File: config.mk
export PLATFORM = sky130hd
export DESIGN_NAME = event_readout
export DESIGN_NICKNAME = d
export VERILOG_FILES = /design/src/logic/event_builder_pkg.sv /design/src/logic/event_readout.sv
export VERILOG_INCLUDE_DIRS = /design/src /design/src/logic
export SDC_FILE = /design/constraint.sdc
export NUM_CORES = 1
export LEC_CHECK = 0
export ABC_AREA = 0
export BUFFER_PORTS_ARGS = -buffer_cell sky130_fd_sc_hd__buf_2
export CAP_MARGIN = 40
export CORE_MARGIN = 2
export CORE_UTILIZATION = 51
export CTS_CLUSTER_SIZE = 16
export DETAILED_ROUTE_END_ITERATION = 8
export HOLD_SLACK_MARGIN = 0.05
export PLACE_DENSITY = 0.87
export SLEW_MARGIN = 20
export SYNTH_ARGS = -nofsm -noshare
export SYNTH_HDL_FRONTEND = slang
export SYNTH_SLANG_ARGS = --single-unit
File: constraint.sdc
create_clock -name aclk -period 3.9 [get_ports aclk]
set_clock_uncertainty 0.15 [all_clocks]
set_input_delay 0.195 -clock aclk [delete_from_list [all_inputs] [get_ports aclk]]
set_output_delay 0.195 -clock aclk [all_outputs]
set_load 0.02 [all_outputs]
File: src/logic/event_builder_settings.svh
`ifndef EVENT_BUILDER_SETTINGS_SVH
`define EVENT_BUILDER_SETTINGS_SVH

// number of incoming link streams
`define EB_NUM_LINKS 4

// width of link words and of the output stream
`define EB_DATA_W 32

// words reserved per link in the shared buffer
`define EB_REGION_DEPTH 64

// buffer address, link number on top of the region offset
`define EB_ADDR_W 8

// event number field in the header word
`define EB_EVNUM_W 16

`endif

File: src/logic/event_builder_pkg.sv
`include "event_builder_settings.svh"

package event_builder_pkg;

    typedef logic [`EB_DATA_W-1:0] data_t;

    // region base is link number times region depth
    typedef logic [`EB_ADDR_W-1:0] buf_addr_t;

    // needs one extra bit to hold a full region
    typedef logic [$clog2(`EB_REGION_DEPTH):0] word_count_t;

    typedef logic [`EB_NUM_LINKS-1:0] link_mask_t;
    typedef logic [$clog2(`EB_NUM_LINKS)-1:0] link_id_t;
    typedef logic [`EB_EVNUM_W-1:0] evnum_t;

    typedef enum logic [1:0] {
        WR_IDLE,
        WR_HOLD,
        WR_DONE
    } writer_state_t;

    typedef enum logic [2:0] {
        RO_WAIT,
        RO_HEADER,
        RO_REQUEST,
        RO_STREAM,
        RO_RELEASE
    } readout_state_t;

endpackage

File: src/logic/event_readout.sv
`timescale 1ns/1ns
`include "event_builder_settings.svh"

module event_readout
    import event_builder_pkg::*;
(
    input  logic        aclk,
    input  logic        rst_n_i,
    input  link_mask_t  link_mask_i,
    input  link_mask_t  done_i,
    input  word_count_t count_i [`EB_NUM_LINKS],
    output logic        rd_req_o,
    output buf_addr_t   rd_addr_o,
    input  logic        rd_gnt_i,
    input  data_t       rd_data_i,
    output data_t       out_tdata_o,
    output logic        out_tvalid_o,
    output logic        out_tlast_o,
    input  logic        out_tready_i,
    output logic        complete_o,
    output logic        release_o
);

    localparam int OFF_W = `EB_ADDR_W - $bits(link_id_t);
    localparam int PAD_W = `EB_DATA_W - `EB_EVNUM_W - `EB_NUM_LINKS;

    readout_state_t state_q;
    link_mask_t     mask_q;
    link_id_t       cur_link_q;
    word_count_t    off_q;
    evnum_t         evnum_q;
    logic           complete_q;
    logic           release_q;
    logic           out_valid_q;
    data_t          out_data_q;
    logic           out_last_q;
    logic           last_pending_q;
    logic           all_done;
    logic           any_data;
    logic           later_data;
    logic           link_has_word;
    logic           out_xfer;
    data_t          header;

    // masked links count as finished
    assign all_done = &(done_i | link_mask_i);

    assign out_xfer      = out_valid_q && out_tready_i;
    assign link_has_word = !mask_q[cur_link_q] && (off_q < count_i[cur_link_q]);
    assign header        = {evnum_q, {PAD_W{1'b0}}, mask_q};

    // looks ahead for data so the final word can carry last
    always_comb begin
        any_data   = 1'b0;
        later_data = 1'b0;
        for (int l = 0; l < `EB_NUM_LINKS; l++) begin
            if (!mask_q[l] && count_i[l] != '0) begin
                any_data = 1'b1;
                if (l > int'(cur_link_q)) begin
                    later_data = 1'b1;
                end
            end
        end
    end

    always_ff @(posedge aclk or negedge rst_n_i) begin
        if (!rst_n_i) begin
            state_q     <= RO_WAIT;
            mask_q      <= '0;
            cur_link_q  <= '0;
            off_q       <= '0;
            evnum_q     <= '0;
            complete_q  <= 1'b0;
            release_q   <= 1'b0;
            out_valid_q <= 1'b0;
        end else begin
            complete_q <= 1'b0;
            release_q  <= out_xfer && out_last_q;
            if (out_xfer) begin
                out_valid_q <= 1'b0;
            end
            if (out_xfer && out_last_q) begin
                evnum_q <= evnum_q + 1'b1;
            end
            case (state_q)
                RO_WAIT: begin
                    // done bits are still up during the release cycle
                    if (complete_q) begin
                        state_q <= RO_HEADER;
                    end else if (all_done && !release_q) begin
                        complete_q <= 1'b1;
                        mask_q     <= link_mask_i;
                    end
                end
                RO_HEADER: begin
                    out_valid_q <= 1'b1;
                    cur_link_q  <= '0;
                    off_q       <= '0;
                    state_q     <= any_data ? RO_REQUEST : RO_RELEASE;
                end
                RO_REQUEST: begin
                    if (!link_has_word) begin
                        cur_link_q <= cur_link_q + 1'b1;
                        off_q      <= '0;
                    end else if (rd_gnt_i) begin
                        off_q   <= off_q + 1'b1;
                        state_q <= RO_STREAM;
                    end
                end
                RO_STREAM: begin
                    out_valid_q <= 1'b1;
                    state_q     <= last_pending_q ? RO_RELEASE : RO_REQUEST;
                end
                RO_RELEASE: begin
                    if (out_xfer && out_last_q) begin
                        state_q <= RO_WAIT;
                    end
                end
                default: state_q <= RO_WAIT;
            endcase
        end
    end

    always_ff @(posedge aclk) begin
        if (rd_gnt_i) begin
            last_pending_q <= (word_count_t'(off_q + 1'b1) == count_i[cur_link_q]) && !later_data;
        end
        if (state_q == RO_HEADER) begin
            out_data_q <= header;
            out_last_q <= !any_data;
        end else if (state_q == RO_STREAM) begin
            out_data_q <= rd_data_i;
            out_last_q <= last_pending_q;
        end
    end

    // reads only go out while the output register is empty
    assign rd_req_o  = (state_q == RO_REQUEST) && link_has_word && !out_valid_q;
    assign rd_addr_o = {cur_link_q, off_q[OFF_W-1:0]};

    assign out_tdata_o  = out_data_q;
    assign out_tvalid_o = out_valid_q;
    assign out_tlast_o  = out_last_q;
    assign complete_o   = complete_q;
    assign release_o    = release_q;

    a_out_stable: assert property (@(posedge aclk) disable iff (!rst_n_i)
        out_tvalid_o && !out_tready_i |=>
            out_tvalid_o && $stable(out_tdata_o) && $stable(out_tlast_o));

endmodule

==> out/qor.csv <==
metric,value,unit
slew_violations,0,
ys_seq_area_frac,0.479,
hold_slack,0.0396,ns
hold_buffers,37,
grt_use_total,0.235,
drv_cap,0,
grt_pass1_vias,3175,
switching_share,0.394,
cts_tree,done,
synth.area.top_cells,"dfrtp_1, edfxtp_1, dfxtp_1",
power_per_cell_area,611,nW/µm²
crit_path_max_incr_delay,0.75,ns
cp-start-kind,flop,
synth_fp_nets,437,
wl_per_cell,15.0,µm
route.detailed.drc,0,
yosys_most_used_dff,dfrtp_1,
crit_slowest_cell,dfrtp_1,
end_kind,flop,
num_rows,31,
ys_seq_elements,69,
netlist_area,3710,µm²
core-area,7140,µm²
finalCritPeriodShare,0.911,
boundaryPins,117,
first_pass_iters,4,
die_h,89.2,µm
met3_wirelength,380,µm
grt_max_degree,50,
final_cell_mix,"buf_2, nand2_1, dlygate4sd3_1",
cts-root-buf,clkbuf_8,
ant_nets,0,
worstPathRequired,3.98,ns
design_area,4960,µm²
seq_power_share,0.378,
p_int,1.84,mW
finalHoldViolations,0,
ctsResizeCount,0,
clkSinkCount,69,
setup_violations,0,
comb_power_share,0.422,
yosysWarnings,0,
antennaDiodeCount,0,
wl,9080,µm
grt_overflow_total,0,
portBuffers,116,
p_clk_frac,0.200,
post_dp_cell_area,4340,µm²
cts_max_level,3,
synth_edf_count,22,
async_flop_share,0.507,
drive_gt1_frac,0.311,
tightest_slew,0.865,ns
syn_to_final_growth,33.8,%
vias,3203,
post_cts_buffers,0,
peakVddDrop,0.303,mV
syn_inst,353,
die_w,89.2,µm
clkTransAtPathRegs,0.08,ns
worst_path_most_repeated_cell,o21ai_0,
ys_types,46,
critPathArrivalTime,3.63,ns
fin_tns_setup,0,ns
fmax,282,MHz
initialDrtViolationCount,198,
max_slew_margin,0.423,
synth_top_area_share,0.236,
wl_met1,3800,µm
die_area,7960,µm²
final_common_cell,buf_2,
clk_latency,0.34,ns
path_class,flop to flop,
place_congestion,0.889,
hold_path_class,input port to asynchronous set/reset pin,
worstPathCellList,mux2_2 -> o21ai_0 -> ha_1 -> o21ai_0 -> a21oi_1 -> nor2_1 -> or3b_1 -> a32o_1,
netlist.top_cell.by_area,dfrtp_1,
crit_fanout,15,
min_period,3.55,ns
grt_pass1_wl,14300,µm
p_leak,2.27,nW
fin_nets,584,
avgSynthCellArea,10.5,µm²
clockBufferDepth,2,
cts_inserted_buffers,9,
antenna_found_initial,0,
fill_cells,572,
status,completed,
dpl.hpwl,6350,µm
wl_met2,4680,µm
start_util,0.519,
viasPerCell,5.30,
p_sw,1.19,mW
rsz0062_at_grt,no,
routed.top_layer,met4,
==> cell type report <==
type,count,area [µm²],share of cell area
clock inverter,5,58.8,0.0119
inverter,15,56.3,0.0114
sequential,69,1780,0.359
multi-input combinational,248,1770,0.356
clock buffer,11,153,0.0308
tap,99,124,0.0250
timing repair buffer,157,1020,0.206
==> sequential cells by signal, summed over array words and instances, names as in the netlist <==
signal	count
out_tdata_o	32
evnum_q	16
off_q	7
mask_q	4
state_q	3
cur_link_q	2
complete_o	1
last_pending_q	1
out_tlast_o	1
out_tvalid_o	1
release_o	1
==> synth_stat cells (2+ instances only) <==
cell and number:
mux2i_1 23, edfxtp_1 22, a32o_1 2, a21oi_1 10
mux2_2 7, nor4_1 9, nand3_1 12, inv_1 13
dfxtp_1 12, xor2_1 8, o221ai_1 2, nor2b_1 2
clkbuf_1 12, mux4_2 5, o21ai_0 26, nand4_1 2
mux4_1 2, dfrtp_1 35, buf_1 2, nor2_1 31
o22ai_1 3, and3_1 6, xnor2_1 16, ha_1 12
nor3_1 7, nand2_1 41, nand2b_1 7, buf_4 6
==> critical path: cells and delay by family (launching register included) <==
| kind | cells | cell delay (ns) |
|---|---|---|
| AO/OA/AOI/OAI | 4 | 1.40 |
| adder cells (fa/ha/maj) | 1 | 0.18 |
| flip-flops | 1 | 0.75 |
| AND/OR/NAND/NOR | 2 | 0.55 |
| multiplexers | 1 | 0.41 |
==> worst paths after layout <==
kind,endpoint,slack [ns],depth (start not counted),start
worst max-delay path,cur_link_q[0],0.35,8,cur_link_q[0]
worst min-delay path,off_q[6],0.04,2,rst_n_i
worst max register to register,cur_link_q[0],0.35,8,cur_link_q[0]
worst min register to register,out_tdata_o[7],0.30,2,out_tdata_o[7]
max in group asynchronous,state_q[1],3.17,3,rst_n_i
min in group aclk,out_tdata_o[2],0.07,3,rd_data_i[2]
==> metrics by stage <==
| stage | utilization | std cells | power [mW] | worst slack (ns) |
|---|---|---|---|---|
| finish | 0.695 | 604 | 3.03 | 0.349 |
| global route | 0.695 | 604 | 3.23 | 0.0612 |
| CTS | 0.690 | 602 | 3.02 | 0.366 |
| detailed placement | 0.608 | 549 | 2.39 | 0.394 |
| global placement | 0.604 | 548 | 2.31 | 0.467 |
| floorplan | - | 353 | 2.02 | 0.715 |
==> layer usage <==
layer | vias up | track usage
li1 | 1548 | -
met5 | - | 0
met3 | 22 | 0.0508
met1 | 1540 | 0.288
met4 | 0 | 0.103
met2 | 93 | 0.399
==> kinds of logic (layout without fill, tap and decap cells) <==
kind of cell | Yosys count | in the layout | share of synthesized area
and+or+nand+nor | 125 | 125 | 0.163
DFF | 69 | 69 | 0.479
AOI/OAI and AO/OA | 50 | 50 | 0.0878
muxes | 37 | 37 | 0.128
buffers and inverters | 36 | 188 | 0.0446
xor gates and xnor gates | 24 | 24 | 0.0567
adders and majority gates | 12 | 12 | 0.0405
==> power by group through the flow <==
| stage | Clock, mW | Combinational [mW] | Sequential, mW |
|---|---|---|---|
| floorplan | 0 | 0.840 | 1.18 |
| global placement | 0 | 1.12 | 1.19 |
| detailed placement | 0 | 1.23 | 1.16 |
| CTS | 0.616 | 1.26 | 1.14 |
| global route | 0.651 | 1.40 | 1.18 |
| finish | 0.607 | 1.28 | 1.15 |
(Power assumes the default switching activity.)
