--- config.mk ---
export PLATFORM = sky130hd
export DESIGN_NAME = link_event_writer
export DESIGN_NICKNAME = d
export VERILOG_FILES = /design/src/logic/event_builder_pkg.sv /design/src/logic/link_event_writer.sv
export VERILOG_INCLUDE_DIRS = /design/src /design/src/logic
export SDC_FILE = /design/constraint.sdc
export NUM_CORES = 1
export LEC_CHECK = 0
export BUFFER_PORTS_ARGS = -buffer_cell sky130_fd_sc_hd__buf_2
export CAP_MARGIN = 20
export CORE_MARGIN = 2
export CORE_UTILIZATION = 35
export CTS_CLUSTER_SIZE = 8
export DETAILED_ROUTE_END_ITERATION = 10
export SETUP_SLACK_MARGIN = 0.3
export SLEW_MARGIN = 25
export SYNTH_ARGS = -nofsm -noshare
export SYNTH_HDL_FRONTEND = slang
export SYNTH_SLANG_ARGS = --single-unit
--- constraint.sdc ---
create_clock -name aclk -period 2.2 [get_ports aclk]
set_input_delay 0.55 -clock aclk [delete_from_list [all_inputs] [get_ports aclk]]
set_output_delay 0.55 -clock aclk [all_outputs]
set_load 0.01 [all_outputs]
--- src/logic/event_builder_settings.svh ---
`ifndef EVENT_BUILDER_SETTINGS_SVH
`define EVENT_BUILDER_SETTINGS_SVH

// number of incoming link streams
`define EB_NUM_LINKS 4

// width of link words and of the output stream
`define EB_DATA_W 32

// words reserved per link in the shared buffer
`define EB_REGION_DEPTH 64

// buffer address, link number on top of the region offset
`define EB_ADDR_W 8

// event number field in the header word
`define EB_EVNUM_W 16

`endif

--- src/logic/event_builder_pkg.sv ---
`include "event_builder_settings.svh"

package event_builder_pkg;

    typedef logic [`EB_DATA_W-1:0] data_t;

    // region base is link number times region depth
    typedef logic [`EB_ADDR_W-1:0] buf_addr_t;

    // needs one extra bit to hold a full region
    typedef logic [$clog2(`EB_REGION_DEPTH):0] word_count_t;

    typedef logic [`EB_NUM_LINKS-1:0] link_mask_t;
    typedef logic [$clog2(`EB_NUM_LINKS)-1:0] link_id_t;
    typedef logic [`EB_EVNUM_W-1:0] evnum_t;

    typedef enum logic [1:0] {
        WR_IDLE,
        WR_HOLD,
        WR_DONE
    } writer_state_t;

    typedef enum logic [2:0] {
        RO_WAIT,
        RO_HEADER,
        RO_REQUEST,
        RO_STREAM,
        RO_RELEASE
    } readout_state_t;

endpackage

--- src/logic/link_event_writer.sv ---
`timescale 1ns/1ns
`include "event_builder_settings.svh"

module link_event_writer
    import event_builder_pkg::*;
#(
    parameter int LINK_ID = 0
) (
    input  logic        aclk,
    input  logic        rst_n_i,
    input  logic        event_open_i,
    input  data_t       s_tdata_i,
    input  logic        s_tvalid_i,
    input  logic        s_tlast_i,
    output logic        s_tready_o,
    output logic        wr_req_o,
    output buf_addr_t   wr_addr_o,
    output data_t       wr_data_o,
    input  logic        wr_gnt_i,
    input  logic        release_i,
    output logic        done_o,
    output word_count_t count_o,
    output logic        overflow_o
);

    localparam buf_addr_t   REGION_BASE = buf_addr_t'(LINK_ID * `EB_REGION_DEPTH);
    localparam word_count_t DEPTH       = word_count_t'(`EB_REGION_DEPTH);

    writer_state_t state_q;
    word_count_t   count_q;
    logic          overflow_q;
    data_t         data_q;
    logic          last_q;
    logic          accept;

    // a closed interface swallows everything the link offers
    assign s_tready_o = !event_open_i || (state_q == WR_IDLE);
    assign accept     = event_open_i && s_tvalid_i && (state_q == WR_IDLE);

    always_ff @(posedge aclk or negedge rst_n_i) begin
        if (!rst_n_i) begin
            state_q    <= WR_IDLE;
            count_q    <= '0;
            overflow_q <= 1'b0;
        end else begin
            case (state_q)
                WR_IDLE: begin
                    if (accept) begin
                        if (count_q == DEPTH) begin
                            // region full, word is dropped
                            overflow_q <= 1'b1;
                            if (s_tlast_i) begin
                                state_q <= WR_DONE;
                            end
                        end else begin
                            state_q <= WR_HOLD;
                        end
                    end
                end
                WR_HOLD: begin
                    if (wr_gnt_i) begin
                        count_q <= count_q + 1'b1;
                        state_q <= last_q ? WR_DONE : WR_IDLE;
                    end
                end
                WR_DONE: begin
                    if (release_i) begin
                        count_q <= '0;
                        state_q <= WR_IDLE;
                    end
                end
                default: state_q <= WR_IDLE;
            endcase
        end
    end

    // captured word waits here until the arbiter takes it
    always_ff @(posedge aclk) begin
        if (accept) begin
            data_q <= s_tdata_i;
            last_q <= s_tlast_i;
        end
    end

    assign wr_req_o   = (state_q == WR_HOLD);
    assign wr_addr_o  = REGION_BASE + buf_addr_t'(count_q);
    assign wr_data_o  = data_q;
    assign done_o     = (state_q == WR_DONE);
    assign count_o    = count_q;
    assign overflow_o = overflow_q;

    // a request past the region end would spill into the next link's region
    a_no_req_when_full: assert property (@(posedge aclk) disable iff (!rst_n_i)
        wr_req_o |-> count_q != DEPTH);

endmodule

==> metrics.txt <==
# TYPE chip_impl_metric gauge
chip_impl_metric{name="cts.repair.resized",unit=""} 0
chip_impl_metric{name="netlist.area_leader.share",unit="%"} 58.9
chip_impl_info{name="criticalPathCategory",value="reg2out"} 1
chip_impl_metric{name="source_to_sink_clock_delay_at_the_later_pin_of_the_worst_skew_pair",unit="ns"} 0.29
chip_impl_info{name="worstSetupEndpoint",value="wr_req_o"} 1
chip_impl_info{name="ctsRootBufferMaster",value="clkbuf_8"} 1
chip_impl_metric{name="synth-edff-count",unit=""} 33
chip_impl_metric{name="dieWidth",unit="um"} 73.3
chip_impl_metric{name="cts_htree_levels",unit=""} 2
chip_impl_metric{name="layout.nets",unit=""} 234
chip_impl_metric{name="power.ir.vdd_worst",unit="mV"} 0.342
chip_impl_metric{name="setup_ws",unit="ns"} 0.449
chip_impl_metric{name="critPathMaxStageDelay",unit="ns"} 0.57
chip_impl_info{name="reg2reg_from",value="state_q[0]"} 1
chip_impl_metric{name="rows",unit=""} 25
chip_impl_metric{name="grt.total_usage",unit="%"} 12.1
chip_impl_metric{name="port_buffers",unit=""} 88
chip_impl_metric{name="synthCells",unit=""} 107
chip_impl_info{name="run_status",value="finished, final reports clean"} 1
chip_impl_metric{name="clock-skew-final",unit="ns"} 0.00492
chip_impl_metric{name="routed-via-count",unit=""} 1157
chip_impl_info{name="source_of_the_critical_timing_path",value="state_q[0]"} 1
chip_impl_metric{name="p_switching",unit="uW"} 555
chip_impl_metric{name="max-cap-violations",unit=""} 0
chip_impl_info{name="worst_setup_path_start_kind",value="flop"} 1
chip_impl_metric{name="postCtsSetupRepairBufs",unit=""} 0
chip_impl_metric{name="ys_async_rst_share",unit="%"} 23.3
chip_impl_metric{name="drt_first_iter_violations",unit=""} 49
chip_impl_info{name="synth_area_leaders",value="edfxtp_1 (59%), dfrtp_1 (15%), buf_4 (3.6%), nand3_1 (1.8%), a2111oi_4 (1.6%)"} 1
chip_impl_metric{name="fp.coreArea",unit="mm2"} 0.00469
chip_impl_metric{name="post_route_cells_drive_above_1_share",unit="%"} 52.1
chip_impl_info{name="critical_path.cell_chain",value="and2b_1 -> buf_2"} 1
chip_impl_metric{name="totalNegativeSetupSlack",unit="ns"} 0
chip_impl_info{name="worst_r2r_endpoint",value="wr_data_o[15]"} 1
chip_impl_metric{name="syn_nets",unit=""} 148
chip_impl_metric{name="drt-vias-per-instance",unit=""} 4.67
chip_impl_metric{name="synth_seq_area_share",unit="%"} 73.8
chip_impl_info{name="worst_setup_path_end_kind",value="primary output"} 1
chip_impl_metric{name="drt-wirelength-per-cell",unit="um"} 13.5
chip_impl_metric{name="worstRegToRegCells",unit=""} 4
chip_impl_metric{name="cts-buffers-inserted",unit=""} 5
chip_impl_metric{name="netSwitchingFraction",unit="%"} 29.3
chip_impl_metric{name="grt_pass1_wl",unit="mm"} 4.88
chip_impl_metric{name="combPwrFrac",unit="%"} 18.0
chip_impl_info{name="post-synth-top-count-cell",value="edfxtp_1"} 1
chip_impl_metric{name="p_seq_share",unit="%"} 55.2
chip_impl_metric{name="fin_cells",unit=""} 248
chip_impl_metric{name="pwr-share-clk",unit="%"} 26.8
chip_impl_metric{name="area.growth.synth_to_final",unit="%"} 31.6
chip_impl_metric{name="preCtsSetupSlack",unit="ns"} 0.603
chip_impl_metric{name="power_per_cell_area",unit="mW/mm2"} 854
chip_impl_metric{name="grt_start_max_net_pins",unit=""} 34
chip_impl_info{name="largest_area_contributor_in_the_synthesized_netlist",value="edfxtp_1"} 1
chip_impl_metric{name="finalSetupViolations",unit=""} 0
chip_impl_info{name="critPathSlowestCell",value="dfrtp_1"} 1
chip_impl_metric{name="ioPinCount",unit=""} 90
chip_impl_metric{name="placedCellCount",unit=""} 240
chip_impl_metric{name="final_replace_weighted_congestion",unit=""} 0.748
chip_impl_metric{name="yosysWarnings",unit=""} 0
chip_impl_metric{name="num_antenna_cells",unit=""} 0
chip_impl_metric{name="cp.arrival",unit="ns"} 1.20
chip_impl_metric{name="floorplan.initialDensity",unit="%"} 35.9
chip_impl_metric{name="die_area",unit="mm2"} 0.00538
chip_impl_info{name="main_flop_type_after_synthesis",value="edfxtp_1"} 1
chip_impl_metric{name="number_of_hold_repair_buffers_added_at_the_cts_stage",unit=""} 0
chip_impl_metric{name="internal_power",unit="uW"} 1340
chip_impl_metric{name="gr-total-overflow",unit=""} 0
chip_impl_info{name="min-delay-path-class",value="in2async"} 1
chip_impl_metric{name="dp.final_hpwl",unit="mm"} 2.46
chip_impl_metric{name="initial_antenna_violation_count",unit=""} 0
chip_impl_metric{name="synth_cell_types",unit=""} 33
chip_impl_info{name="grt_setup_unrepaired",value="no"} 1
chip_impl_metric{name="clock_sink_count",unit=""} 43
chip_impl_metric{name="cellLeakagePower",unit="uW"} 0.00100
chip_impl_metric{name="fraction_of_the_cycle_the_final_worst_path_needs",unit="%"} 79.6
chip_impl_metric{name="cts.path.max_buffers",unit=""} 2
chip_impl_metric{name="fin_crit",unit="ns"} 1.75
chip_impl_metric{name="max_clk_rate",unit="MHz"} 571
chip_impl_metric{name="ant_nets",unit=""} 0
chip_impl_metric{name="setup_slack_of_the_worst_register_to_register_path",unit="ns"} 0.60
chip_impl_metric{name="grt_pass1_vias",unit=""} 993
chip_impl_metric{name="detail_route.drc_violations",unit=""} 0
chip_impl_metric{name="timing.critical_path.required",unit="ns"} 1.65
chip_impl_metric{name="finalHoldViolCount",unit=""} 0
chip_impl_metric{name="clk_pin_slew_worst_paths",unit="ns"} 0.09
chip_impl_metric{name="synth.cell_area",unit="mm2"} 0.00168
chip_impl_metric{name="syn_area_per_cell",unit="um2"} 15.7
chip_impl_metric{name="synth_seq_cells",unit=""} 43
chip_impl_metric{name="drt_pre_antenna_iters",unit=""} 2
chip_impl_info{name="tritoncts",value="built"} 1
chip_impl_metric{name="die-height",unit="um"} 73.3
chip_impl_info{name="synth_top_cells_by_count",value="edfxtp_1 (33), dfrtp_1 (10), buf_4 (8)"} 1
chip_impl_metric{name="detail_route.wirelength",unit="mm"} 3.34
chip_impl_metric{name="slew_viol_final",unit=""} 0
chip_impl_metric{name="critical_path_peak_fanout",unit=""} 13
-- power by group through the flow --
stage	clock network, uW	logic, uW	registers (uW)
6_report	507	340	1040
2_1_floorplan	0	202	1070
3_3_place_gp	0	345	1060
3_5_place_dp	0	349	1060
4_1_cts	532	348	1050
5_1_grt	563	381	1060
-- cell families (layout without fill, tap and decap cells) --
family / count (synthesis) / in the layout / share of synthesized area, %
AO/OA/AOI/OAI: 14 / 14 / 6.77
buffers and inverters: 16 / 103 / 5.87
AND/OR/NAND/NOR: 28 / 28 / 10.2
XOR/XNOR: 1 / 1 / 0.521
adder cells (fa/ha/maj): 2 / 2 / 1.49
flip-flops: 43 / 43 / 73.8
other: 1 / 1 / 0.223
multiplexers: 2 / 2 / 1.19
-- critical path, delay by kind of cell (launching register included) --
family	cells	cell delay [ns]
AND/OR/NAND/NOR	1	0.20
buffers and inverters	1	0.14
flip-flops	1	0.57
-- cells in the final DEF, fill, tap and decap left out, types with 2 or more instances in the layout --
cell | Yosys | layout
a211oi_1 | 3 | 3
a21oi_1 | 2 | 2
buf_2 | 1 | 88
clkbuf_8 | 0 | 5
clkinvlp_4 | 0 | 2
dfrtp_1 | 10 | 10
edfxtp_1 | 33 | 33
ha_1 | 2 | 2
inv_1 | 6 | 6
mux2i_1 | 2 | 2
nand2_1 | 6 | 6
nand3_1 | 6 | 6
nand3b_2 | 2 | 2
nor2_1 | 2 | 2
nor2b_1 | 2 | 2
o21ai_0 | 4 | 4
-- sequential cells by signal, indices dropped and copies added (netlist names) --
signal and flops:
wr_data_o 32, last_q 1, state_q 2, count_o 7
overflow_o 1
-- how the worst min path moves through the flow --
stage                       endpoint  cells past startpoint     from
after global routing      count_o[2]                      1  rst_n_i
final                     count_o[2]                      1  rst_n_i
after floorplan           count_o[0]                      0  rst_n_i
after global placement    overflow_o                      1  rst_n_i
after CTS                 count_o[2]                      1  rst_n_i
after detailed placement  overflow_o                      1  rst_n_i
-- layer usage --
| metal | vias to the layer above | wire (um) | track usage, % |
|---|---|---|---|
| met5 | - | 0 | 0 |
| met3 | 5 | 344 | 4.80 |
| met2 | 66 | 1500 | 18.6 |
| met4 | 0 | 46 | 4.24 |
| met1 | 530 | 1460 | 15.7 |
| li1 | 556 | - | - |
-- cell type report --
type                       instances  area [um2]
sequential                        43        1240
tap                               54        67.6
timing repair buffer              89         448
clock buffer                       5        68.8
fill                             440        2480
clock inverter                     3        23.8
inverter                           6        22.5
multi-input combinational         48         343
-- metrics by stage --
| stage | hold slack, ns | util [%] | total power, uW | instance area [um2] |
|---|---|---|---|---|
| after floorplan | 0.254 | - | 1270 | 1680 |
| after global placement | 0.425 | 45.2 | 1410 | 2120 |
| after detailed placement | 0.432 | 45.2 | 1410 | 2120 |
| after CTS | 0.105 | 47.2 | 1930 | 2210 |
| after global routing | 0.107 | 47.2 | 2000 | 2210 |
| final | 0.105 | 47.2 | 1890 | 2210 |
(Power assumes the default switching activity.)
