**config.mk**
```make
export PLATFORM = sky130hd
export DESIGN_NAME = event_mem_arbiter
export DESIGN_NICKNAME = d
export VERILOG_FILES = /design/src/logic/event_builder_pkg.sv /design/src/logic/event_mem_arbiter.sv
export VERILOG_INCLUDE_DIRS = /design/src /design/src/logic
export SDC_FILE = /design/constraint.sdc
export NUM_CORES = 1
export LEC_CHECK = 0
export BUFFER_PORTS_ARGS = -buffer_cell sky130_fd_sc_hd__buf_2
export CAP_MARGIN = 20
export CORE_MARGIN = 4
export CORE_UTILIZATION = 44
export DETAILED_ROUTE_END_ITERATION = 6
export GPL_ROUTABILITY_DRIVEN = 0
export PLACE_DENSITY = 0.89
export SETUP_SLACK_MARGIN = 0.4
export SKIP_LAST_GASP = 1
export SYNTH_ARGS = -nofsm -noshare
export SYNTH_HDL_FRONTEND = slang
export SYNTH_SLANG_ARGS = --single-unit
```
**constraint.sdc**
```tcl
create_clock -name aclk -period 5.6 [get_ports aclk]
set_clock_uncertainty 0.15 [all_clocks]
set_input_delay 0 -clock aclk [delete_from_list [all_inputs] [get_ports aclk]]
set_output_delay 0 -clock aclk [all_outputs]
set_load 0.005 [all_outputs]
```
**src/logic/event_builder_settings.svh**
```systemverilog
`ifndef EVENT_BUILDER_SETTINGS_SVH
`define EVENT_BUILDER_SETTINGS_SVH

// number of incoming link streams
`define EB_NUM_LINKS 4

// width of link words and of the output stream
`define EB_DATA_W 32

// words reserved per link in the shared buffer
`define EB_REGION_DEPTH 64

// buffer address, link number on top of the region offset
`define EB_ADDR_W 8

// event number field in the header word
`define EB_EVNUM_W 16

`endif

```
**src/logic/event_builder_pkg.sv**
```systemverilog
`include "event_builder_settings.svh"

package event_builder_pkg;

    typedef logic [`EB_DATA_W-1:0] data_t;

    // region base is link number times region depth
    typedef logic [`EB_ADDR_W-1:0] buf_addr_t;

    // needs one extra bit to hold a full region
    typedef logic [$clog2(`EB_REGION_DEPTH):0] word_count_t;

    typedef logic [`EB_NUM_LINKS-1:0] link_mask_t;
    typedef logic [$clog2(`EB_NUM_LINKS)-1:0] link_id_t;
    typedef logic [`EB_EVNUM_W-1:0] evnum_t;

    typedef enum logic [1:0] {
        WR_IDLE,
        WR_HOLD,
        WR_DONE
    } writer_state_t;

    typedef enum logic [2:0] {
        RO_WAIT,
        RO_HEADER,
        RO_REQUEST,
        RO_STREAM,
        RO_RELEASE
    } readout_state_t;

endpackage

```
**src/logic/event_mem_arbiter.sv**
```systemverilog
`timescale 1ns/1ns
`include "event_builder_settings.svh"

module event_mem_arbiter
    import event_builder_pkg::*;
(
    input  logic       aclk,
    input  logic       rst_n_i,
    input  link_mask_t wr_req_i,
    input  buf_addr_t  wr_addr_i [`EB_NUM_LINKS],
    input  data_t      wr_data_i [`EB_NUM_LINKS],
    output link_mask_t wr_gnt_o,
    input  logic       rd_req_i,
    input  buf_addr_t  rd_addr_i,
    output logic       rd_gnt_o,
    output logic       mem_we_o,
    output buf_addr_t  mem_waddr_o,
    output data_t      mem_wdata_o,
    output logic       mem_re_o,
    output buf_addr_t  mem_raddr_o
);

    // writers take slots 0 to 3 and the readout takes the last one
    localparam int NUM_REQ = `EB_NUM_LINKS + 1;

    logic [NUM_REQ-1:0] req_all;
    logic [NUM_REQ-1:0] gnt_all;
    logic [2:0]         win_idx;
    logic               any_gnt;
    logic [2:0]         ptr_q;
    logic [2:0]         wait_q [NUM_REQ];

    assign req_all = {rd_req_i, wr_req_i};

    // search starts at the pointer and wraps around
    always_comb begin : pick
        logic [2:0] slot;
        gnt_all = '0;
        win_idx = '0;
        any_gnt = 1'b0;
        for (int i = 0; i < NUM_REQ; i++) begin
            slot = 3'((int'(ptr_q) + i) % NUM_REQ);
            if (!any_gnt && req_all[slot]) begin
                any_gnt = 1'b1;
                win_idx = slot;
            end
        end
        if (any_gnt) begin
            gnt_all[win_idx] = 1'b1;
        end
    end

    // winner drops to lowest priority for the next round
    always_ff @(posedge aclk or negedge rst_n_i) begin
        if (!rst_n_i) begin
            ptr_q <= '0;
        end else if (any_gnt) begin
            ptr_q <= (win_idx == 3'(NUM_REQ - 1)) ? '0 : win_idx + 1'b1;
        end
    end

    // cycles each slot has spent asking without a grant
    always_ff @(posedge aclk or negedge rst_n_i) begin
        if (!rst_n_i) begin
            for (int r = 0; r < NUM_REQ; r++) begin
                wait_q[r] <= '0;
            end
        end else begin
            for (int r = 0; r < NUM_REQ; r++) begin
                wait_q[r] <= (req_all[r] && !gnt_all[r]) ? wait_q[r] + 1'b1 : '0;
            end
        end
    end

    assign wr_gnt_o = gnt_all[`EB_NUM_LINKS-1:0];
    assign rd_gnt_o = gnt_all[NUM_REQ-1];

    always_comb begin
        mem_waddr_o = '0;
        mem_wdata_o = '0;
        for (int l = 0; l < `EB_NUM_LINKS; l++) begin
            if (wr_gnt_o[l]) begin
                mem_waddr_o = wr_addr_i[l];
                mem_wdata_o = wr_data_i[l];
            end
        end
    end

    assign mem_we_o    = |wr_gnt_o;
    assign mem_re_o    = rd_gnt_o;
    assign mem_raddr_o = rd_addr_i;

    // a waiting requester is served within five grants
    for (genvar r = 0; r < NUM_REQ; r++) begin : g_wait
        a_req_served: assert property (@(posedge aclk) disable iff (!rst_n_i)
            wait_q[r] < 3'(NUM_REQ));
    end

endmodule

```
==> results_tabular.tex, run 1 <==
\begin{tabular}{lr}
\hline
Metric & Value \\
\hline
\multicolumn{2}{l}{\textbf{Cells and area}} \\
\quad Area taken by multi-input logic gates & 0.00307 mm² \\
\quad Total Nets Final & 875 \\
\quad Largest register FFs & 3 \\
\quad Core utilization of the finished layout & 0.679 \\
\quad Layout cell share with drive strength beyond 1 & 0.440 \\
\quad Most used cells in the layout excluding fill and tap cells & sky130\_fd\_sc\_hd\_\_buf\_2, sky130\_fd\_sc\_hd\_\_nand2\_1, sky130\_fd\_sc\_hd\_\_mux2i\_1 \\
\quad Growth of design area from synthesis to finish & 48.4\% \\
\quad Register with the most flip-flops & ptr\_q \\
\quad Largest registers & ptr\_q: 3 flops \\
\quad Most frequent standard cell in the layout excluding fill and tap cells & sky130\_fd\_sc\_hd\_\_buf\_2 \\
\quad Area taken by flip-flops and latches & 77.6 µm² \\
\quad Final instance count without filler cells & 780 \\
\quad Fillcell total & 598 \\
\multicolumn{2}{l}{\textbf{Critical path}} \\
\quad Data required time of the worst path & 5450 ps \\
\quad Critical path peak fanout & 20 \\
\quad Worst setup SP type & flop \\
\quad Type of the worst setup path & flop to primary output \\
\quad Critical Path Start & ptr\_q[1] \\
\quad Data arrival time of the critical path & 4870 ps \\
\quad Worst r2r src & ptr\_q[1] \\
\quad Crit end category & primary output \\
\multicolumn{2}{l}{\textbf{STA}} \\
\quad Post-route setup TNS & 0 ps \\
\quad Highest clock rate & 199 MHz \\
\quad Crit share post-route & 0.896 \\
\quad Final setup slack of the worst path & 585 ps \\
\quad Count of final setup violators & 0 \\
\quad Slew at the pin with the worst max-slew slack & 700 ps \\
\quad Setup repair after global routing missed its margin & no \\
\quad Worst slew margin relative to its limit & 0.530 \\
\quad Hold Violations, Final & 0 \\
\quad Post-layout min period & 5020 ps \\
\quad Number of max-slew violations in the final report & 0 \\
\multicolumn{2}{l}{\textbf{Synthesis}} \\
\quad Synthesized netlist net count & 663 \\
\quad Dominant register cell in the synthesized netlist & sky130\_fd\_sc\_hd\_\_dfrtp\_1 \\
\quad Synth Register Bits & 3 \\
\quad Post-synth ARST share & 1.00 \\
\quad Sequential cell area fraction in the yosys report & 0.0224 \\
\quad Area of the mapped netlist & 0.00335 mm² \\
\quad Synthesized area per cell & 7.17 µm² \\
\quad Number of enable-type register cells in the synthesized netlist & 0 \\
\quad Number of distinct library cells after synthesis & 72 \\
\quad Post-synthesis cell count & 468 \\
\quad Number of warnings reported in the yosys synthesis log & 0 \\
\multicolumn{2}{l}{\textbf{Clock network}} \\
\quad Clock tree from TritonCTS & yes \\
\quad Maximum level of the CTS H-tree & 1 \\
\quad Master cell of the clock root buffer & sky130\_fd\_sc\_hd\_\_clkbuf\_8 \\
\quad TritonCTS Buffers & 3 \\
\quad Maximum clock insertion buffer count & 2 \\
\quad Clock transition at path regs & 30 ps \\
\quad Total number of clock tree sinks & 3 \\
\quad Source-to-sink clock delay at the later pin of the worst-skew pair & 220 ps \\
\multicolumn{2}{l}{\textbf{Floorplan}} \\
\quad Total core area & 0.00733 mm² \\
\quad Die height & 95.3 µm \\
\quad Starting utilization of the core area & 0.458 \\
\quad Row Count & 31 \\
\quad Total Die Area & 0.00908 mm² \\
\quad Top-level I/O count & 230 \\
\quad Die extent in x & 95.3 µm \\
\multicolumn{2}{l}{\textbf{Run}} \\
\quad MaxCap Viol Count & 0 \\
\multicolumn{2}{l}{\textbf{Drt}} \\
\quad Initial drt markers & 273 \\
\quad Number of routed nets with antenna violations & 0 \\
\quad Detailed-route wire length per cell & 18.7 µm \\
\quad Number of iterations in the first detailed-routing pass & 5 \\
\quad Post-route DRC & 0 \\
\quad Via/cell ratio & 5.92 \\
\quad WL final & 14600 µm \\
\quad Routed via count & 4616 \\
\multicolumn{2}{l}{\textbf{Hold path}} \\
\quad Startpoint of the tightest hold check path & wr\_addr\_i[19] \\
\quad Kind of path behind the tightest hold check & input pin to primary output \\
\multicolumn{2}{l}{\textbf{GRT}} \\
\quad First-pass GRT wire length & 20400 µm \\
\quad Number of global-route vias before repair & 4313 \\
\quad Global Route Usage Sum & 0.276 \\
\quad Number of antenna violations at the first check in global routing & 2 \\
\quad Largest net degree at the start of global routing & 42 \\
\quad Total congestion overflow & 0 \\
\multicolumn{2}{l}{\textbf{Place}} \\
\quad Dpl cells & 743 \\
\quad Number of buffers inserted by port buffering & 213 \\
\quad Half-perimeter wire length of the detailed placement result & 10600 µm \\
\quad Setup slack after placement & 151 ps \\
\multicolumn{2}{l}{\textbf{Status}} \\
\quad Run status & finished clean \\
\hline
\end{tabular}
==> kinds of logic after synthesis <==
family          after synthesis  synth area share
compound gates              153             0.341
xor+xnor                      7            0.0239
fa+ha+maj                    20            0.0746
buf+inv                      66             0.110
flops                         3            0.0224
mux                          52             0.159
simple gates                167             0.269
==> area by class of cell <==
type / count / area share
timing repair buffer: 254 / 0.317
antenna: 2 / 0.00101
inverter: 19 / 0.0158
tap: 99 / 0.0249
sequential: 3 / 0.0156
clock buffer: 4 / 0.00905
multi-input combinational: 399 / 0.617
==> metal layers <==
metal | vias up | routed length [µm] | GRT usage
li1 | 2175 | - | -
met1 | 2140 | 5380 | 0.323
met2 | 270 | 7450 | 0.499
met3 | 31 | 1340 | 0.0521
met4 | 0 | 375 | 0.0925
met5 | - | 0 | 0
==> worst paths after layout <==
path / endpoint / slack (ps) / cells after the start
worst max-delay path: mem_wdata_o[10] / 580 / 24
worst min-delay path: mem_waddr_o[3] / 170 / 4
worst max register to register: ptr_q[2] / 610 / 22
worst min register to register: ptr_q[1] / 540 / 2
max in group asynchronous: ptr_q[2] / 4630 / 3
min in group asynchronous: ptr_q[1] / 500 / 3
==> worst max-delay path: stages, from the launching register on <==
cell,delay (ps)
sky130_fd_sc_hd__dfrtp_2,440
sky130_fd_sc_hd__clkinv_4,100
sky130_fd_sc_hd__ha_4,140
sky130_fd_sc_hd__inv_1,60
sky130_fd_sc_hd__ha_4,300
sky130_fd_sc_hd__inv_1,60
sky130_fd_sc_hd__ha_1,190
sky130_fd_sc_hd__nor3_2,250
sky130_fd_sc_hd__nor2_2,80
sky130_fd_sc_hd__xnor2_2,200
sky130_fd_sc_hd__inv_1,90
sky130_fd_sc_hd__ha_2,190
sky130_fd_sc_hd__nor2_4,120
sky130_fd_sc_hd__a2bb2oi_4,260
sky130_fd_sc_hd__buf_4,160
sky130_fd_sc_hd__mux2i_1,250
sky130_fd_sc_hd__nand4b_1,200
sky130_fd_sc_hd__o211ai_1,300
sky130_fd_sc_hd__buf_4,200
sky130_fd_sc_hd__nor2_1,40
sky130_fd_sc_hd__a32o_2,310
sky130_fd_sc_hd__clkbuf_16,200
sky130_fd_sc_hd__a31oi_1,210
sky130_fd_sc_hd__a22oi_1,110
sky130_fd_sc_hd__buf_2,160
==> Yosys cell counts, drive strengths merged (2+ instances only) <==
cell	number	area share
nand2	54	0.060
mux2i	48	0.14
nand2b	45	0.084
a22oi	42	0.098
a31oi	42	0.078
buf	38	0.079
ha	20	0.075
inv	19	0.021
nor2	18	0.020
o21ai	15	0.023
a21oi	13	0.019
nand3	13	0.022
clkbuf	9	0.010
nor3	8	0.013
nor2b	6	0.011
xnor2	5	0.013
mux2	4	0.016
o211ai	4	0.010
o31ai	4	0.012
a2111oi	3	0.010
a21o	3	0.0071
and2	3	0.0056
and3	3	0.0056
and3b	3	0.0078
dfrtp	3	0.022
nand4	3	0.0056
o21a	3	0.0089
o22ai	3	0.0056
or3	3	0.0056
a211o	2	0.0052
a211oi	2	0.0045
a21bo	2	0.0060
a21boi	2	0.0045
a221o	2	0.0060
nand4b	2	0.0052
o2bb2ai	2	0.0071
o32ai	2	0.011
xor2	2	0.011
==> per-stage QoR <==
step	area, µm²	hold slack [ps]
6_report	4980	165
5_1_grt	4980	176
4_1_cts	4690	167
3_5_place_dp	4350	-352
3_3_place_gp	4350	-345
2_1_floorplan	3350	-446
==> repair_timing <==
item                                   4_1_cts  5_1_grt
gates cloned                                 1        4
hold buffers                                10        0
pin swaps                                    3       10
setup endpoints to repair                   49       50
endpoints found under the hold margin       11        0
setup buffers                                5       11
resized for setup                           18       25
Power of run 1 is left out: the tool's default activity adds up to more than one toggle a clock period on the data nets, which glitch-free logic cannot reach.
==> run 2, diff against run 1 <==
--- a/config.mk
+++ b/config.mk
@@ -10,6 +10,7 @@
 export CAP_MARGIN = 20
 export CORE_MARGIN = 4
 export CORE_UTILIZATION = 44
+export CTS_BUF_LIST = sky130_fd_sc_hd__clkbuf_8
 export DETAILED_ROUTE_END_ITERATION = 6
 export GPL_ROUTABILITY_DRIVEN = 0
 export PLACE_DENSITY = 0.89
==> run 2 against run 1 <==
Net effect: core utilization is the same; first-iteration DRC count decreased by 0.73%; critical path depth stayed put; cell count is the same; hold slack unchanged; global-route usage is the same.
==> results_tabular.tex, run 2 (synthesized netlist as in run 1, its figures left out) <==
\begin{tabular}{lr}
\hline
Metric & Value \\
\hline
\multicolumn{2}{l}{\textbf{STA}} \\
\quad Number of max-slew violations in the final report & 0 \\
\quad Setup repair after global routing missed its margin & no \\
\quad Hold Violations, Final & 0 \\
\quad Slew at the pin with the worst max-slew slack & 695 ps \\
\quad Post-layout min period & 5020 ps \\
\quad Count of final setup violators & 0 \\
\quad Post-route setup TNS & 0 ps \\
\quad Worst slew margin relative to its limit & 0.533 \\
\quad Highest clock rate & 199 MHz \\
\quad Crit share post-route & 0.896 \\
\quad Tightest hold margin & 165 ps \\
\multicolumn{2}{l}{\textbf{Cells and area}} \\
\quad Largest register FFs & 3 \\
\quad Most frequent standard cell in the layout excluding fill and tap cells & sky130\_fd\_sc\_hd\_\_buf\_2 \\
\quad Most used cells in the layout excluding fill and tap cells & sky130\_fd\_sc\_hd\_\_buf\_2, sky130\_fd\_sc\_hd\_\_nand2\_1, sky130\_fd\_sc\_hd\_\_mux2i\_1 \\
\quad Largest registers & ptr\_q: 3 flops \\
\quad Register with the most flip-flops & ptr\_q \\
\quad Final instance count without filler cells & 780 \\
\quad Growth of design area from synthesis to finish & 48.4\% \\
\quad Fillcell total & 598 \\
\quad Layout cell share with drive strength beyond 1 & 0.440 \\
\quad Total Nets Final & 875 \\
\multicolumn{2}{l}{\textbf{Drt}} \\
\quad Number of routed nets with antenna violations & 0 \\
\quad Routed via count & 4605 \\
\quad Post-route DRC & 0 \\
\quad WL final & 14500 µm \\
\quad Number of iterations in the first detailed-routing pass & 5 \\
\quad Initial drt markers & 271 \\
\quad Via/cell ratio & 5.90 \\
\quad Detailed-route wire length per cell & 18.6 µm \\
\multicolumn{2}{l}{\textbf{Critical path}} \\
\quad Critical path peak fanout & 20 \\
\quad Type of the worst setup path & flop to primary output \\
\quad Critical Path Start & ptr\_q[1] \\
\quad Worst r2r src & ptr\_q[1] \\
\quad Data required time of the worst path & 5450 ps \\
\quad Data arrival time of the critical path & 4870 ps \\
\quad Crit end category & primary output \\
\quad Critical register-to-register path endpoint & ptr\_q[2] \\
\quad Worst setup SP type & flop \\
\quad Number of cells on the worst reg-to-reg path & 22 \\
\quad Critical path destination & mem\_wdata\_o[10] \\
\quad Minimum setup slack among reg-to-reg paths & 620 ps \\
\multicolumn{2}{l}{\textbf{Floorplan}} \\
\quad Top-level I/O count & 230 \\
\quad Total core area & 0.00733 mm² \\
\quad Starting utilization of the core area & 0.458 \\
\quad Die extent in x & 95.3 µm \\
\quad Total Die Area & 0.00908 mm² \\
\quad Row Count & 31 \\
\quad Die height & 95.3 µm \\
\multicolumn{2}{l}{\textbf{GRT}} \\
\quad Number of antenna violations at the first check in global routing & 2 \\
\quad Global Route Usage Sum & 0.276 \\
\quad Number of global-route vias before repair & 4313 \\
\quad Largest net degree at the start of global routing & 42 \\
\quad First-pass GRT wire length & 20400 µm \\
\quad Total congestion overflow & 0 \\
\multicolumn{2}{l}{\textbf{Status}} \\
\quad Run status & finished clean \\
\multicolumn{2}{l}{\textbf{Clock network}} \\
\quad Clock transition at path regs & 30 ps \\
\quad Total number of clock tree sinks & 3 \\
\quad Maximum level of the CTS H-tree & 1 \\
\quad Clock tree from TritonCTS & yes \\
\quad TritonCTS Buffers & 3 \\
\quad Source-to-sink clock delay at the later pin of the worst-skew pair & 220 ps \\
\quad Maximum clock insertion buffer count & 2 \\
\quad Master cell of the clock root buffer & sky130\_fd\_sc\_hd\_\_clkbuf\_8 \\
\multicolumn{2}{l}{\textbf{Place}} \\
\quad Number of buffers inserted by port buffering & 213 \\
\quad Half-perimeter wire length of the detailed placement result & 10600 µm \\
\quad Dpl cells & 743 \\
\multicolumn{2}{l}{\textbf{Run}} \\
\quad MaxCap Viol Count & 0 \\
\multicolumn{2}{l}{\textbf{Hold path}} \\
\quad Startpoint of the tightest hold check path & wr\_addr\_i[19] \\
\quad Kind of path behind the tightest hold check & input pin to primary output \\
\hline
\end{tabular}
## run 2: how the worst min path moves through the flow
stage,to,slack (ps),depth (start not counted)
final,mem_waddr_o[3],170,4
after floorplan,ptr_q[0],-450,0
after detailed placement,ptr_q[2],-350,1
after global placement,ptr_q[0],-340,1
after global routing,mem_wdata_o[0],180,4
after CTS,mem_waddr_o[3],170,4
## run 2: routing by layer
layer | global-route usage | share of wire | vias up
met2 | 0.499 | 0.52 | 266
li1 | - | - | 2173
met4 | 0.0925 | 0.024 | 0
met3 | 0.0521 | 0.092 | 27
met1 | 0.323 | 0.37 | 2139
met5 | 0 | 0 | -
## run 2: stage by stage
step	util	area [µm²]	worst slack, ps
after global placement	0.594	4350	511
after global routing	0.679	4980	344
final	0.679	4980	584
after detailed placement	0.594	4350	151
after CTS	0.639	4690	436
after floorplan	-	3350	535
## run 2: layout make-up
| cell class | count | area (µm²) | share of cell area |
|---|---|---|---|
| Timing Repair Buffer | 254 | 1580 | 0.317 |
| Multi-Input combinational cell | 399 | 3070 | 0.617 |
| Inverter | 19 | 78.8 | 0.0158 |
| Antenna cell | 2 | 5.00 | 0.00101 |
| Sequential cell | 3 | 77.6 | 0.0156 |
| Clock inverter | 1 | 3.75 | 0.000754 |
| Clock buffer | 3 | 41.3 | 0.00829 |
| Tap cell | 99 | 124 | 0.0249 |
## run 2: worst max-delay path, cell delays in order, from the launching register on
cell and delay (ps):
sky130_fd_sc_hd__dfrtp_2 440, sky130_fd_sc_hd__clkinv_4 100, sky130_fd_sc_hd__ha_4 140, sky130_fd_sc_hd__inv_1 60, sky130_fd_sc_hd__ha_4 300, sky130_fd_sc_hd__inv_1 60
sky130_fd_sc_hd__ha_1 190, sky130_fd_sc_hd__nor3_2 250, sky130_fd_sc_hd__nor2_2 80, sky130_fd_sc_hd__xnor2_2 200, sky130_fd_sc_hd__inv_1 90, sky130_fd_sc_hd__ha_2 190
sky130_fd_sc_hd__nor2_4 120, sky130_fd_sc_hd__a2bb2oi_4 260, sky130_fd_sc_hd__buf_4 160, sky130_fd_sc_hd__mux2i_1 250, sky130_fd_sc_hd__nand4b_1 200, sky130_fd_sc_hd__o211ai_1 300
sky130_fd_sc_hd__buf_4 200, sky130_fd_sc_hd__nor2_1 40, sky130_fd_sc_hd__a32o_2 310, sky130_fd_sc_hd__clkbuf_16 200, sky130_fd_sc_hd__a31oi_1 210, sky130_fd_sc_hd__a22oi_1 110
sky130_fd_sc_hd__buf_2 160
## run 2: what timing repair did
action                     4_1_cts  5_1_grt
cloned                           1        4
hold buffers                    10        0
resized for setup               18       25
buffers inserted                 5       11
hold endpoints to repair        11        0
setup endpoints to repair       49       50
pin swaps                        3       10
Power of run 2 is left out for the same reason.
